<file path="config.mk">
export PLATFORM = sky130hd
export DESIGN_NAME = datapath
export DESIGN_NICKNAME = d
export VERILOG_FILES = /design/src/logic/cpu_types_pkg.sv /design/src/logic/register_file.sv /design/src/logic/decode_stage.sv /design/src/logic/exec_stage.sv /design/src/logic/forwarding_unit.sv /design/src/logic/hazard_unit.sv /design/src/logic/datapath.sv
export VERILOG_INCLUDE_DIRS = /design/src /design/src/include
export SDC_FILE = /design/constraint.sdc
export NUM_CORES = 2
export LEC_CHECK = 0
export ABC_AREA = 0
export BUFFER_PORTS_ARGS = -buffer_cell sky130_fd_sc_hd__buf_2
export CAP_MARGIN = 25
export CORE_UTILIZATION = 45
export CTS_BUF_LIST = sky130_fd_sc_hd__clkbuf_16
export DETAILED_ROUTE_END_ITERATION = 12
export PLACE_DENSITY = 0.69
export SYNTH_ARGS = -nofsm -noshare
export SYNTH_HDL_FRONTEND = slang
export SYNTH_SLANG_ARGS = --single-unit
</file>
<file path="constraint.sdc">
create_clock -name CLK -period 6.1 [get_ports CLK]
set_clock_uncertainty 0.15 [all_clocks]
set_input_delay 1.22 -clock CLK [delete_from_list [all_inputs] [get_ports CLK]]
set_output_delay 1.22 -clock CLK [all_outputs]
set_load 0.02 [all_outputs]
</file>
<file path="src/include/cpu_params.svh">
// word width, register count and reset pc for the pipelined cpu
`ifndef CPU_PARAMS_SVH
`define CPU_PARAMS_SVH

// data and address width
`define CPU_WORD_W 32

// architectural registers, r0 hardwired to zero
`define CPU_REG_COUNT 32

// first fetch address out of reset
`define CPU_PC_INIT 32'h0000_0000

`endif

</file>
<file path="src/logic/cpu_types_pkg.sv">
// cpu types: words, opcodes, alu ops, instruction union, latch and memory port structs
`include "cpu_params.svh"

package cpu_types_pkg;

  typedef logic [`CPU_WORD_W-1:0] word_t;
  typedef logic [4:0] regsel_t;

  // opcodes of the supported subset
  typedef enum logic [5:0] {
    RTYPE = 6'b000000,
    BEQ   = 6'b000100,
    ADDIU = 6'b001001,
    LW    = 6'b100011,
    SW    = 6'b101011,
    HALT  = 6'b111111
  } opcode_e;

  // r-type function field
  typedef enum logic [5:0] {
    ADDU = 6'b100001,
    SUBU = 6'b100011,
    AND  = 6'b100100,
    OR   = 6'b100101,
    SLT  = 6'b101010
  } funct_e;

  typedef enum logic [2:0] {
    ALU_ADD,
    ALU_SUB,
    ALU_AND,
    ALU_OR,
    ALU_SLT
  } aluop_e;

  typedef struct packed {
    opcode_e    opcode;
    regsel_t    rs;
    regsel_t    rt;
    regsel_t    rd;
    logic [4:0] shamt;
    funct_e     funct;
  } r_t;

  typedef struct packed {
    opcode_e     opcode;
    regsel_t     rs;
    regsel_t     rt;
    logic [15:0] imm;
  } i_t;

  // same fetched word, seen as r-type or i-type
  typedef union packed {
    r_t r;
    i_t i;
  } instr_t;

  // fetch/decode latch
  typedef struct packed {
    logic   valid;
    word_t  pc;
    instr_t instr;
  } fd_t;

  // decode/execute latch
  typedef struct packed {
    logic    valid;
    regsel_t rs;
    regsel_t rt;
    regsel_t wsel;
    word_t   rdat1;
    word_t   rdat2;
    word_t   imm;
    aluop_e  aluop;
    logic    alusrc;
    logic    memrd;
    logic    memwr;
    logic    regwr;
    logic    branch;
    logic    halt;
    word_t   pc;
  } de_t;

  // execute/memory latch
  typedef struct packed {
    logic    valid;
    word_t   aluout;
    word_t   store;
    regsel_t wsel;
    logic    memrd;
    logic    memwr;
    logic    regwr;
    logic    halt;
  } em_t;

  // memory/writeback latch
  typedef struct packed {
    logic    valid;
    word_t   aluout;
    word_t   dmemload;
    regsel_t wsel;
    logic    memtoreg;
    logic    regwr;
    logic    halt;
  } mw_t;

  // datapath to memory
  typedef struct packed {
    word_t imemaddr;
    logic  dmemREN;
    logic  dmemWEN;
    word_t dmemaddr;
    word_t dmemstore;
  } dp_req_t;

  // memory to datapath
  typedef struct packed {
    logic  ihit;
    word_t imemload;
    logic  dhit;
    word_t dmemload;
  } cache_rsp_t;

endpackage

</file>
<file path="src/logic/register_file.sv">
// register file with two read ports, write bypass and r0 tied to zero
`timescale 1ns/1ps
`include "cpu_params.svh"

module register_file (
  input  logic                  CLK,
  input  logic                  nRST,
  input  logic                  wen,
  input  cpu_types_pkg::regsel_t wsel,
  input  cpu_types_pkg::word_t   wdat,
  input  cpu_types_pkg::regsel_t rsel1,
  input  cpu_types_pkg::regsel_t rsel2,
  output cpu_types_pkg::word_t   rdat1,
  output cpu_types_pkg::word_t   rdat2
);
  cpu_types_pkg::word_t regs [`CPU_REG_COUNT];

  // r0 never written
  always_ff @(posedge CLK, negedge nRST)
  begin
    if (!nRST)
    begin
      regs <= '{default: '0};
    end
    else if (wen && wsel != '0)
    begin
      regs[wsel] <= wdat;
    end
  end

  // one read port, same-cycle write wins
  function automatic cpu_types_pkg::word_t read_port(cpu_types_pkg::regsel_t rsel);
    if (rsel == '0)
      return '0;
    if (wen && rsel == wsel)
      return wdat;
    return regs[rsel];
  endfunction

  always_comb
  begin
    rdat1 = read_port(rsel1);
    rdat2 = read_port(rsel2);
  end

endmodule

</file>
<file path="src/logic/decode_stage.sv">
// decode stage: control decode, register read and immediate sign extension
`timescale 1ns/1ps
`include "cpu_params.svh"

module decode_stage (
  input  logic                   CLK,
  input  logic                   nRST,
  input  cpu_types_pkg::fd_t     fd,
  input  logic                   wb_regwr,
  input  cpu_types_pkg::regsel_t wb_wsel,
  input  cpu_types_pkg::word_t   wb_wdat,
  output cpu_types_pkg::de_t     de
);
  cpu_types_pkg::word_t rdat1;
  cpu_types_pkg::word_t rdat2;

  // rs and rt sit in the same bits for both formats
  register_file rf0 (
    .CLK   (CLK),
    .nRST  (nRST),
    .wen   (wb_regwr),
    .wsel  (wb_wsel),
    .wdat  (wb_wdat),
    .rsel1 (fd.instr.r.rs),
    .rsel2 (fd.instr.r.rt),
    .rdat1 (rdat1),
    .rdat2 (rdat2)
  );

  always_comb
  begin
    de = '0;
    de.valid = fd.valid;
    de.pc = fd.pc;
    de.rs = fd.instr.r.rs;
    de.rt = fd.instr.r.rt;
    de.rdat1 = rdat1;
    de.rdat2 = rdat2;
    // sign extend
    de.imm = {{(`CPU_WORD_W-16){fd.instr.i.imm[15]}}, fd.instr.i.imm};
    de.aluop = cpu_types_pkg::ALU_ADD;
    case (fd.instr.r.opcode)
      cpu_types_pkg::RTYPE:
      begin
        de.wsel = fd.instr.r.rd;
        de.regwr = 1'b1;
        case (fd.instr.r.funct)
          cpu_types_pkg::ADDU: de.aluop = cpu_types_pkg::ALU_ADD;
          cpu_types_pkg::SUBU: de.aluop = cpu_types_pkg::ALU_SUB;
          cpu_types_pkg::AND:  de.aluop = cpu_types_pkg::ALU_AND;
          cpu_types_pkg::OR:   de.aluop = cpu_types_pkg::ALU_OR;
          cpu_types_pkg::SLT:  de.aluop = cpu_types_pkg::ALU_SLT;
          default:             de.valid = 1'b0;
        endcase
      end
      cpu_types_pkg::ADDIU:
      begin
        de.wsel = fd.instr.i.rt;
        de.alusrc = 1'b1;
        de.regwr = 1'b1;
      end
      cpu_types_pkg::LW:
      begin
        de.wsel = fd.instr.i.rt;
        de.alusrc = 1'b1;
        de.memrd = 1'b1;
        de.regwr = 1'b1;
      end
      cpu_types_pkg::SW:
      begin
        de.alusrc = 1'b1;
        de.memwr = 1'b1;
      end
      // compare done in execute on forwarded operands
      cpu_types_pkg::BEQ:
      begin
        de.branch = 1'b1;
        de.aluop = cpu_types_pkg::ALU_SUB;
      end
      cpu_types_pkg::HALT: de.halt = 1'b1;
      default:             de.valid = 1'b0;
    endcase
    // bubbles and unknown opcodes carry no side effects
    if (!de.valid)
    begin
      de.regwr = 1'b0;
      de.memrd = 1'b0;
      de.memwr = 1'b0;
      de.branch = 1'b0;
      de.halt = 1'b0;
    end
  end

endmodule

</file>
<file path="src/logic/exec_stage.sv">
// execute stage: operand select, alu and beq resolution
`timescale 1ns/1ps

module exec_stage (
  input  cpu_types_pkg::de_t   de,
  input  cpu_types_pkg::word_t opa,
  input  cpu_types_pkg::word_t opb,
  output cpu_types_pkg::em_t   em,
  output logic                 branch_taken,
  output cpu_types_pkg::word_t branch_target
);
  cpu_types_pkg::word_t alu_b;
  cpu_types_pkg::word_t alu_out;

  // immediate for i-type, forwarded rt otherwise
  assign alu_b = de.alusrc ? de.imm : opb;

  always_comb
  begin
    case (de.aluop)
      cpu_types_pkg::ALU_SUB: alu_out = opa - alu_b;
      cpu_types_pkg::ALU_AND: alu_out = opa & alu_b;
      cpu_types_pkg::ALU_OR:  alu_out = opa | alu_b;
      // signed compare
      cpu_types_pkg::ALU_SLT: alu_out = cpu_types_pkg::word_t'($signed(opa) < $signed(alu_b));
      default:                alu_out = opa + alu_b;
    endcase
  end

  // beq taken on equal operands
  assign branch_taken = de.valid && de.branch && (opa == opb);
  // pc+4 plus word offset
  assign branch_target = de.pc + 4 + (de.imm << 2);

  always_comb
  begin
    em.valid = de.valid;
    em.aluout = alu_out;
    // store data is the forwarded rt
    em.store = opb;
    em.wsel = de.wsel;
    em.memrd = de.memrd;
    em.memwr = de.memwr;
    em.regwr = de.regwr;
    em.halt = de.halt;
  end

endmodule

</file>
<file path="src/logic/forwarding_unit.sv">
// forwarding mux for both execute operands from the memory and writeback stages
`timescale 1ns/1ps

module forwarding_unit (
  input  cpu_types_pkg::de_t   de,
  input  cpu_types_pkg::em_t   em,
  input  cpu_types_pkg::mw_t   mw,
  input  cpu_types_pkg::word_t wb_wdat,
  output cpu_types_pkg::word_t opa,
  output cpu_types_pkg::word_t opb
);

  // youngest producer first, r0 always from the file
  function automatic cpu_types_pkg::word_t pick(
    cpu_types_pkg::regsel_t src,
    cpu_types_pkg::word_t   rf_val
  );
    if (src == '0)
      return rf_val;
    // memory stage result
    if (em.valid && em.regwr && em.wsel == src)
      return em.aluout;
    // writeback value, load data included
    if (mw.valid && mw.regwr && mw.wsel == src)
      return wb_wdat;
    return rf_val;
  endfunction

  always_comb
  begin
    opa = pick(de.rs, de.rdat1);
    opb = pick(de.rt, de.rdat2);
  end

endmodule

</file>
<file path="src/logic/hazard_unit.sv">
// load-use stall detection and branch flush control
`timescale 1ns/1ps

module hazard_unit (
  input  cpu_types_pkg::fd_t fd,
  input  cpu_types_pkg::de_t de,
  input  logic               branch_taken,
  output logic               stall,
  output logic               flush
);
  logic load_in_ex;

  // load in execute, data only ready in writeback
  assign load_in_ex = de.valid && de.memrd && de.wsel != '0;

  // rs and rt sit in the same bits for both formats
  assign stall = load_in_ex && fd.valid
    && (fd.instr.r.rs == de.wsel || fd.instr.r.rt == de.wsel);

  // taken beq drops the fetch and decode slots
  assign flush = branch_taken;

  // flush only from a valid beq in execute
  always_comb
  begin
    a_flush_beq: assert final (!flush || (de.valid && de.branch))
      else $error("branch flush without a valid beq in execute");
  end

endmodule

</file>
<file path="src/logic/datapath.sv">
// pipeline top: pc, stage latches, data port, writeback select and sticky halt
`timescale 1ns/1ps
`include "cpu_params.svh"

module datapath (
  input  logic                      CLK,
  input  logic                      nRST,
  input  cpu_types_pkg::cache_rsp_t rsp,
  output cpu_types_pkg::dp_req_t    req,
  output logic                      halt
);
  cpu_types_pkg::word_t pc;
  cpu_types_pkg::fd_t   fd_q;
  cpu_types_pkg::fd_t   fd_d;
  cpu_types_pkg::de_t   de_q;
  cpu_types_pkg::de_t   de_d;
  cpu_types_pkg::em_t   em_q;
  cpu_types_pkg::em_t   em_d;
  cpu_types_pkg::mw_t   mw_q;
  cpu_types_pkg::mw_t   mw_d;
  cpu_types_pkg::word_t opa;
  cpu_types_pkg::word_t opb;
  cpu_types_pkg::word_t wb_wdat;
  cpu_types_pkg::word_t branch_target;
  logic                 wb_regwr;
  logic                 branch_taken;
  logic                 stall;
  logic                 flush;
  logic                 mem_wait;
  logic                 fetch_freeze;
  logic                 fetch_ok;

  decode_stage dec0 (
    .CLK      (CLK),
    .nRST     (nRST),
    .fd       (fd_q),
    .wb_regwr (wb_regwr),
    .wb_wsel  (mw_q.wsel),
    .wb_wdat  (wb_wdat),
    .de       (de_d)
  );

  exec_stage ex0 (
    .de            (de_q),
    .opa           (opa),
    .opb           (opb),
    .em            (em_d),
    .branch_taken  (branch_taken),
    .branch_target (branch_target)
  );

  forwarding_unit fwd0 (
    .de      (de_q),
    .em      (em_q),
    .mw      (mw_q),
    .wb_wdat (wb_wdat),
    .opa     (opa),
    .opb     (opb)
  );

  hazard_unit haz0 (
    .fd           (fd_q),
    .de           (de_q),
    .branch_taken (branch_taken),
    .stall        (stall),
    .flush        (flush)
  );

  // fetch always requested, data port driven from the memory latch
  always_comb
  begin
    req.imemaddr = pc;
    req.dmemREN = em_q.valid && em_q.memrd;
    req.dmemWEN = em_q.valid && em_q.memwr;
    req.dmemaddr = em_q.aluout;
    req.dmemstore = em_q.store;
  end

  // pending data access holds the whole pipe
  assign mem_wait = (req.dmemREN || req.dmemWEN) && !rsp.dhit;

  // no fetch past a halt anywhere in flight
  assign fetch_freeze = halt
    || (de_d.valid && de_d.halt)
    || (de_q.valid && de_q.halt)
    || (em_q.valid && em_q.halt)
    || (mw_q.valid && mw_q.halt);
  assign fetch_ok = rsp.ihit && !fetch_freeze;

  // miss or freeze sends a bubble
  always_comb
  begin
    fd_d.valid = fetch_ok;
    fd_d.pc = pc;
    fd_d.instr = rsp.imemload;
  end

  always_comb
  begin
    mw_d.valid = em_q.valid;
    mw_d.aluout = em_q.aluout;
    mw_d.dmemload = rsp.dmemload;
    mw_d.wsel = em_q.wsel;
    mw_d.memtoreg = em_q.memrd;
    mw_d.regwr = em_q.regwr;
    mw_d.halt = em_q.halt;
  end

  // writeback select
  assign wb_wdat = mw_q.memtoreg ? mw_q.dmemload : mw_q.aluout;
  assign wb_regwr = mw_q.valid && mw_q.regwr;

  always_ff @(posedge CLK, negedge nRST)
  begin
    if (!nRST)
    begin
      pc <= `CPU_PC_INIT;
      fd_q <= '0;
      de_q <= '0;
      em_q <= '0;
      mw_q <= '0;
    end
    else if (!mem_wait)
    begin
      em_q <= em_d;
      mw_q <= mw_d;
      // taken beq kills the two younger slots
      if (flush)
      begin
        pc <= branch_target;
        fd_q <= '0;
        de_q <= '0;
      end
      // load-use, hold pc and fd, bubble into execute
      else if (stall)
      begin
        de_q <= '0;
      end
      else
      begin
        fd_q <= fd_d;
        de_q <= de_d;
        if (fetch_ok)
        begin
          pc <= pc + 4;
        end
      end
    end
  end

  // halt one cycle after HALT reaches writeback, held until reset
  always_ff @(posedge CLK, negedge nRST)
  begin
    if (!nRST)
    begin
      halt <= 1'b0;
    end
    else if (mw_q.valid && mw_q.halt)
    begin
      halt <= 1'b1;
    end
  end

  // read and write requests are exclusive
  a_one_access: assert property (@(posedge CLK) disable iff (!nRST)
    !(req.dmemREN && req.dmemWEN))
    else $error("dmemREN and dmemWEN high together");

  // address held across the wait
  a_addr_held: assert property (@(posedge CLK) disable iff (!nRST)
    mem_wait |=> $stable(req.dmemaddr))
    else $error("dmemaddr moved while waiting for dhit");

endmodule

</file>
==> impl_metrics.env <==
export IMPL_critPathRequiredTime_ns=6.64
export IMPL_cts_buffers_inserted=149
export IMPL_ctsLongestPathBuffers=3
export IMPL_route_detailed_wl_per_inst_um=26.76
export IMPL_rr_endpoint="req[62]$_DFFE_PN0N_"
export IMPL_num_antenna_cells=0
export IMPL_detailed_place_area_um2=79870
export IMPL_drt_initial_drc_count=6484
export IMPL_slew_violations=0
export IMPL_biggest_area_consumer_among_synthesized_cells="dfrtp_1"
export IMPL_tritoncts_clock_tree="done"
export IMPL_row_count=151
export IMPL_worstSetupStartpointType="flip-flop"
export IMPL_ios=167
export IMPL_global_route_wire_length_before_repair_mm=384.9
export IMPL_holdBufCountCts=0
export IMPL_cts_htree_levels=4
export IMPL_antenna_violations_before_repair=8
export IMPL_clk_insertion_delay_late_ns=0.82
export IMPL_nNetsFinal=7387
export IMPL_cts_repair_resized=0
export IMPL_drc_violation_count_after_routing=0
export IMPL_post_place_ws_ns=0.4819
export IMPL_endpoint_of_the_worst_setup_timing_path="req[62]$_DFFE_PN0N_"
export IMPL_dominantRegCellSynth="dfrtp_1"
export IMPL_dp_final_hpwl_mm=159.2
export IMPL_start_util_pct=45.27
export IMPL_r2r_slack_ns=0.23
export IMPL_drive_gt1_share_pct=18.03
export IMPL_final_critical_path_setup_slack_ns=0.2341
export IMPL_clock_fmax_ghz=0.1705
export IMPL_final_setup_viol_count=0
export IMPL_powerDensity_nw_per_um2=252.5
export IMPL_critical_path_top_cell_by_count="a21oi_1"
export IMPL_globalRoute_totalOverflow=0
export IMPL_rsz_0062_raised_after_global_routing="false"
export IMPL_detail_route_vias_per_cell=6.374
export IMPL_first_global_vias=59750
export IMPL_ir_worst_vdd_uv=245.3
export IMPL_dieArea_um2=172000
export IMPL_syn_avg_cell_area_um2=10.40
export IMPL_cts_root_buffer_cell="clkbuf_16"
export IMPL_synth_edf_count=0
export IMPL_power_static_leakage_nw=37.31
export IMPL_clkSinkCount=1406
export IMPL_pin_slew_with_the_least_headroom_to_its_limit_ns=1.162
export IMPL_via_count=60580
export IMPL_area_delta_synth_final_pct=10.96
export IMPL_detail_route_first_pass_iterations=8
export IMPL_worst_reg_to_reg_path_cell_count=22
export IMPL_postRouteWirelength_mm=254.3
export IMPL_timing_rr_start="mw_q[7]$_DFFE_PN0N_"
export IMPL_worst_setup_hold_path_clk_slew_ns=0.06
export IMPL_synth_area_leaders="dfrtp_1 (46%), mux4_2 (16%), a21oi_1 (5.0%)"
export IMPL_slew_headroom_pct=22.54
export IMPL_buffer_ports_inserted=166
export IMPL_endpoint_class_of_the_critical_path="flip-flop"
export IMPL_seq_area_frac_synth_pct=45.91
export IMPL_synth_top_area_share_pct=45.91
export IMPL_synth_seq_cells=1406
export IMPL_timing_final_crit_share_pct=96.16
export IMPL_min_path_type="input port to async pin"
export IMPL_postSynthNetCount=7593
export IMPL_max_cap_violations=0
export IMPL_min_period_ns=5.866
export IMPL_cell_by_cell_listing_of_the_critical_path="xnor2_1, nand4_1, or2_2, a21oi_4, o22ai_1, o21a_1, inv_1, ha_1, inv_1, fa_1, nand2b_1, a21oi_1, o21ai_0, buf_4, a2111o_1, a21oi_1, o31ai_1, a21oi_1, a211oi_1, xnor2_1, a221oi_1, a21oi_1"
export IMPL_worstSetupStartpoint="mw_q[7]$_DFFE_PN0N_"
export IMPL_grt_max_degree=157
export IMPL_synth_warning_count=0
export IMPL_post_synth_instance_area_um2=76640
export IMPL_core_area_um2=169300
export IMPL_cp_slowest_cell="dfrtp_1"
export IMPL_final_hold_violating_endpoints=0
export IMPL_critPathMaxStageDelay_ns=0.65
export IMPL_fin_setup_tns_ns=0
export IMPL_final_core_utilization_pct=50.24
export IMPL_die_height_um=414.7
export IMPL_chipWidth_um=414.7
export IMPL_post_synth_inst_count=7368
export IMPL_synth_lib_cells_used_distinct=91
export IMPL_crit_type="flip-flop to flip-flop"
export IMPL_cp_data_arrival_time_ns=6.41
export IMPL_antenna_left=0
export IMPL_groute_usage_overall_pct=29.53
export IMPL_total_power_mw=21.48
export IMPL_final_cell_area_um2=85040
export IMPL_place_gp_congestion=0.9888
export IMPL_post_cts_setup_buffer_count=0
export IMPL_synthArstFlopShare_pct=100.0
export IMPL_status="finished clean"
export IMPL_timing_critical_path_fanout_max=13
==> cell usage in the layout (no fill, tap or decap), drive strengths merged, types with 29 or more instances in the layout <==
| master | instances |
|---|---|
| a21o | 29 |
| a21oi | 769 |
| a221oi | 106 |
| a22o | 170 |
| a31oi | 71 |
| buf | 383 |
| clkbuf | 156 |
| clkinv | 65 |
| dfrtp | 1406 |
| ha | 154 |
| inv | 151 |
| mux2 | 36 |
| mux2i | 161 |
| mux4 | 547 |
| nand2 | 906 |
| nand3 | 39 |
| nor2 | 871 |
| nor3 | 84 |
| o21ai | 627 |
| o221ai | 29 |
| o22ai | 57 |
| or3 | 37 |
| xnor2 | 57 |
| xor2 | 46 |
==> where the power goes <==
part           internal (mW)  switching (mW)
clock                   5.46            4.06
combinational          0.784            1.40
sequential              9.49           0.277
total                   15.7            5.73
==> metrics by stage <==
stage                     hold WS [ns]  cells
after floorplan                 0.2880   7368
after global placement          0.2284   9208
after detailed placement        0.2347   9221
after CTS                       0.2092   9496
after global routing            0.2302   9504
final                           0.1511   9504
==> metal layers <==
metal,track usage [%],wire [µm]
met1,38.43,98270
met2,46.82,118900
met3,6.699,23760
met4,14.22,13380
met5,0,67
==> layout make-up <==
cell class              count  area (µm²)
clock inverters           123        1257
multi-input cells        5099       38530
flip-flops and latches   1406       35220
inverters                 119       449.2
well taps                2218        2775
repair buffers            387        2999
clock buffers             152        3804
fillers                 14850       84240
==> cells in the mapped netlist (46+ instances only) <==
cell type  instances
mux2i_1          161
nand2_1          906
mux4_2           547
xnor2_1           57
o21ai_0          612
inv_1            118
a22o_1           170
dfrtp_1         1406
nor2_1           868
a221oi_1         106
buf_4             74
clkbuf_1         543
buf_1             79
a31oi_1           70
a21oi_1          765
nor3_1            82
ha_1             154
xor2_1            46
o22ai_1           55
==> worst min-delay path by stage <==
stage,startpoint,to,slack [ns]
floorplan,mw_q[40]$_DFFE_PN0N_,mw_q[40]$_DFFE_PN0N_,0.29
global placement,dec0.rf0.regs[1022]$_DFFE_PN0P_,dec0.rf0.regs[1022]$_DFFE_PN0P_,0.23
detailed placement,dec0.rf0.regs[1022]$_DFFE_PN0P_,dec0.rf0.regs[1022]$_DFFE_PN0P_,0.23
CTS,nRST,de_q[23]$_DFFE_PN0N_,0.21
global route,nRST,de_q[23]$_DFFE_PN0N_,0.23
finish,nRST,de_q[23]$_DFFE_PN0N_,0.15
==> sequential cells by signal (all words and copies together) (netlist names) <==
name           flops
fd_q              65
mw_q              73
req               64
em_q              10
halt               1
de_q             137
dec0.rf0.regs   1024
pc                32
==> cell families (layout without fill, tap and decap cells) <==
| logic type | after synthesis | after routing | synth area share [%] |
|---|---|---|---|
| flip-flops | 1406 | 1406 | 45.91 |
| AND/OR/NAND/NOR | 2071 | 2071 | 11.05 |
| multiplexers | 744 | 744 | 18.71 |
| buffers and inverters | 863 | 781 | 4.692 |
| AO/OA/AOI/OAI | 2021 | 2021 | 15.83 |
| adder cells (fa/ha/maj) | 160 | 160 | 2.632 |
| XOR/XNOR | 103 | 103 | 1.177 |
==> worst max-delay path, delay by kind of cell (launching register included) <==
family | cells | cell delay [ns]
adders and majority gates | 2 | 0.66
and+or+nand+nor | 3 | 0.63
buffers and inverters | 3 | 0.31
AOI/OAI and AO/OA | 12 | 3.05
xor gates and xnor gates | 2 | 0.31
DFF | 1 | 0.65
No activity file was read; power rests on OpenSTA's default activity.
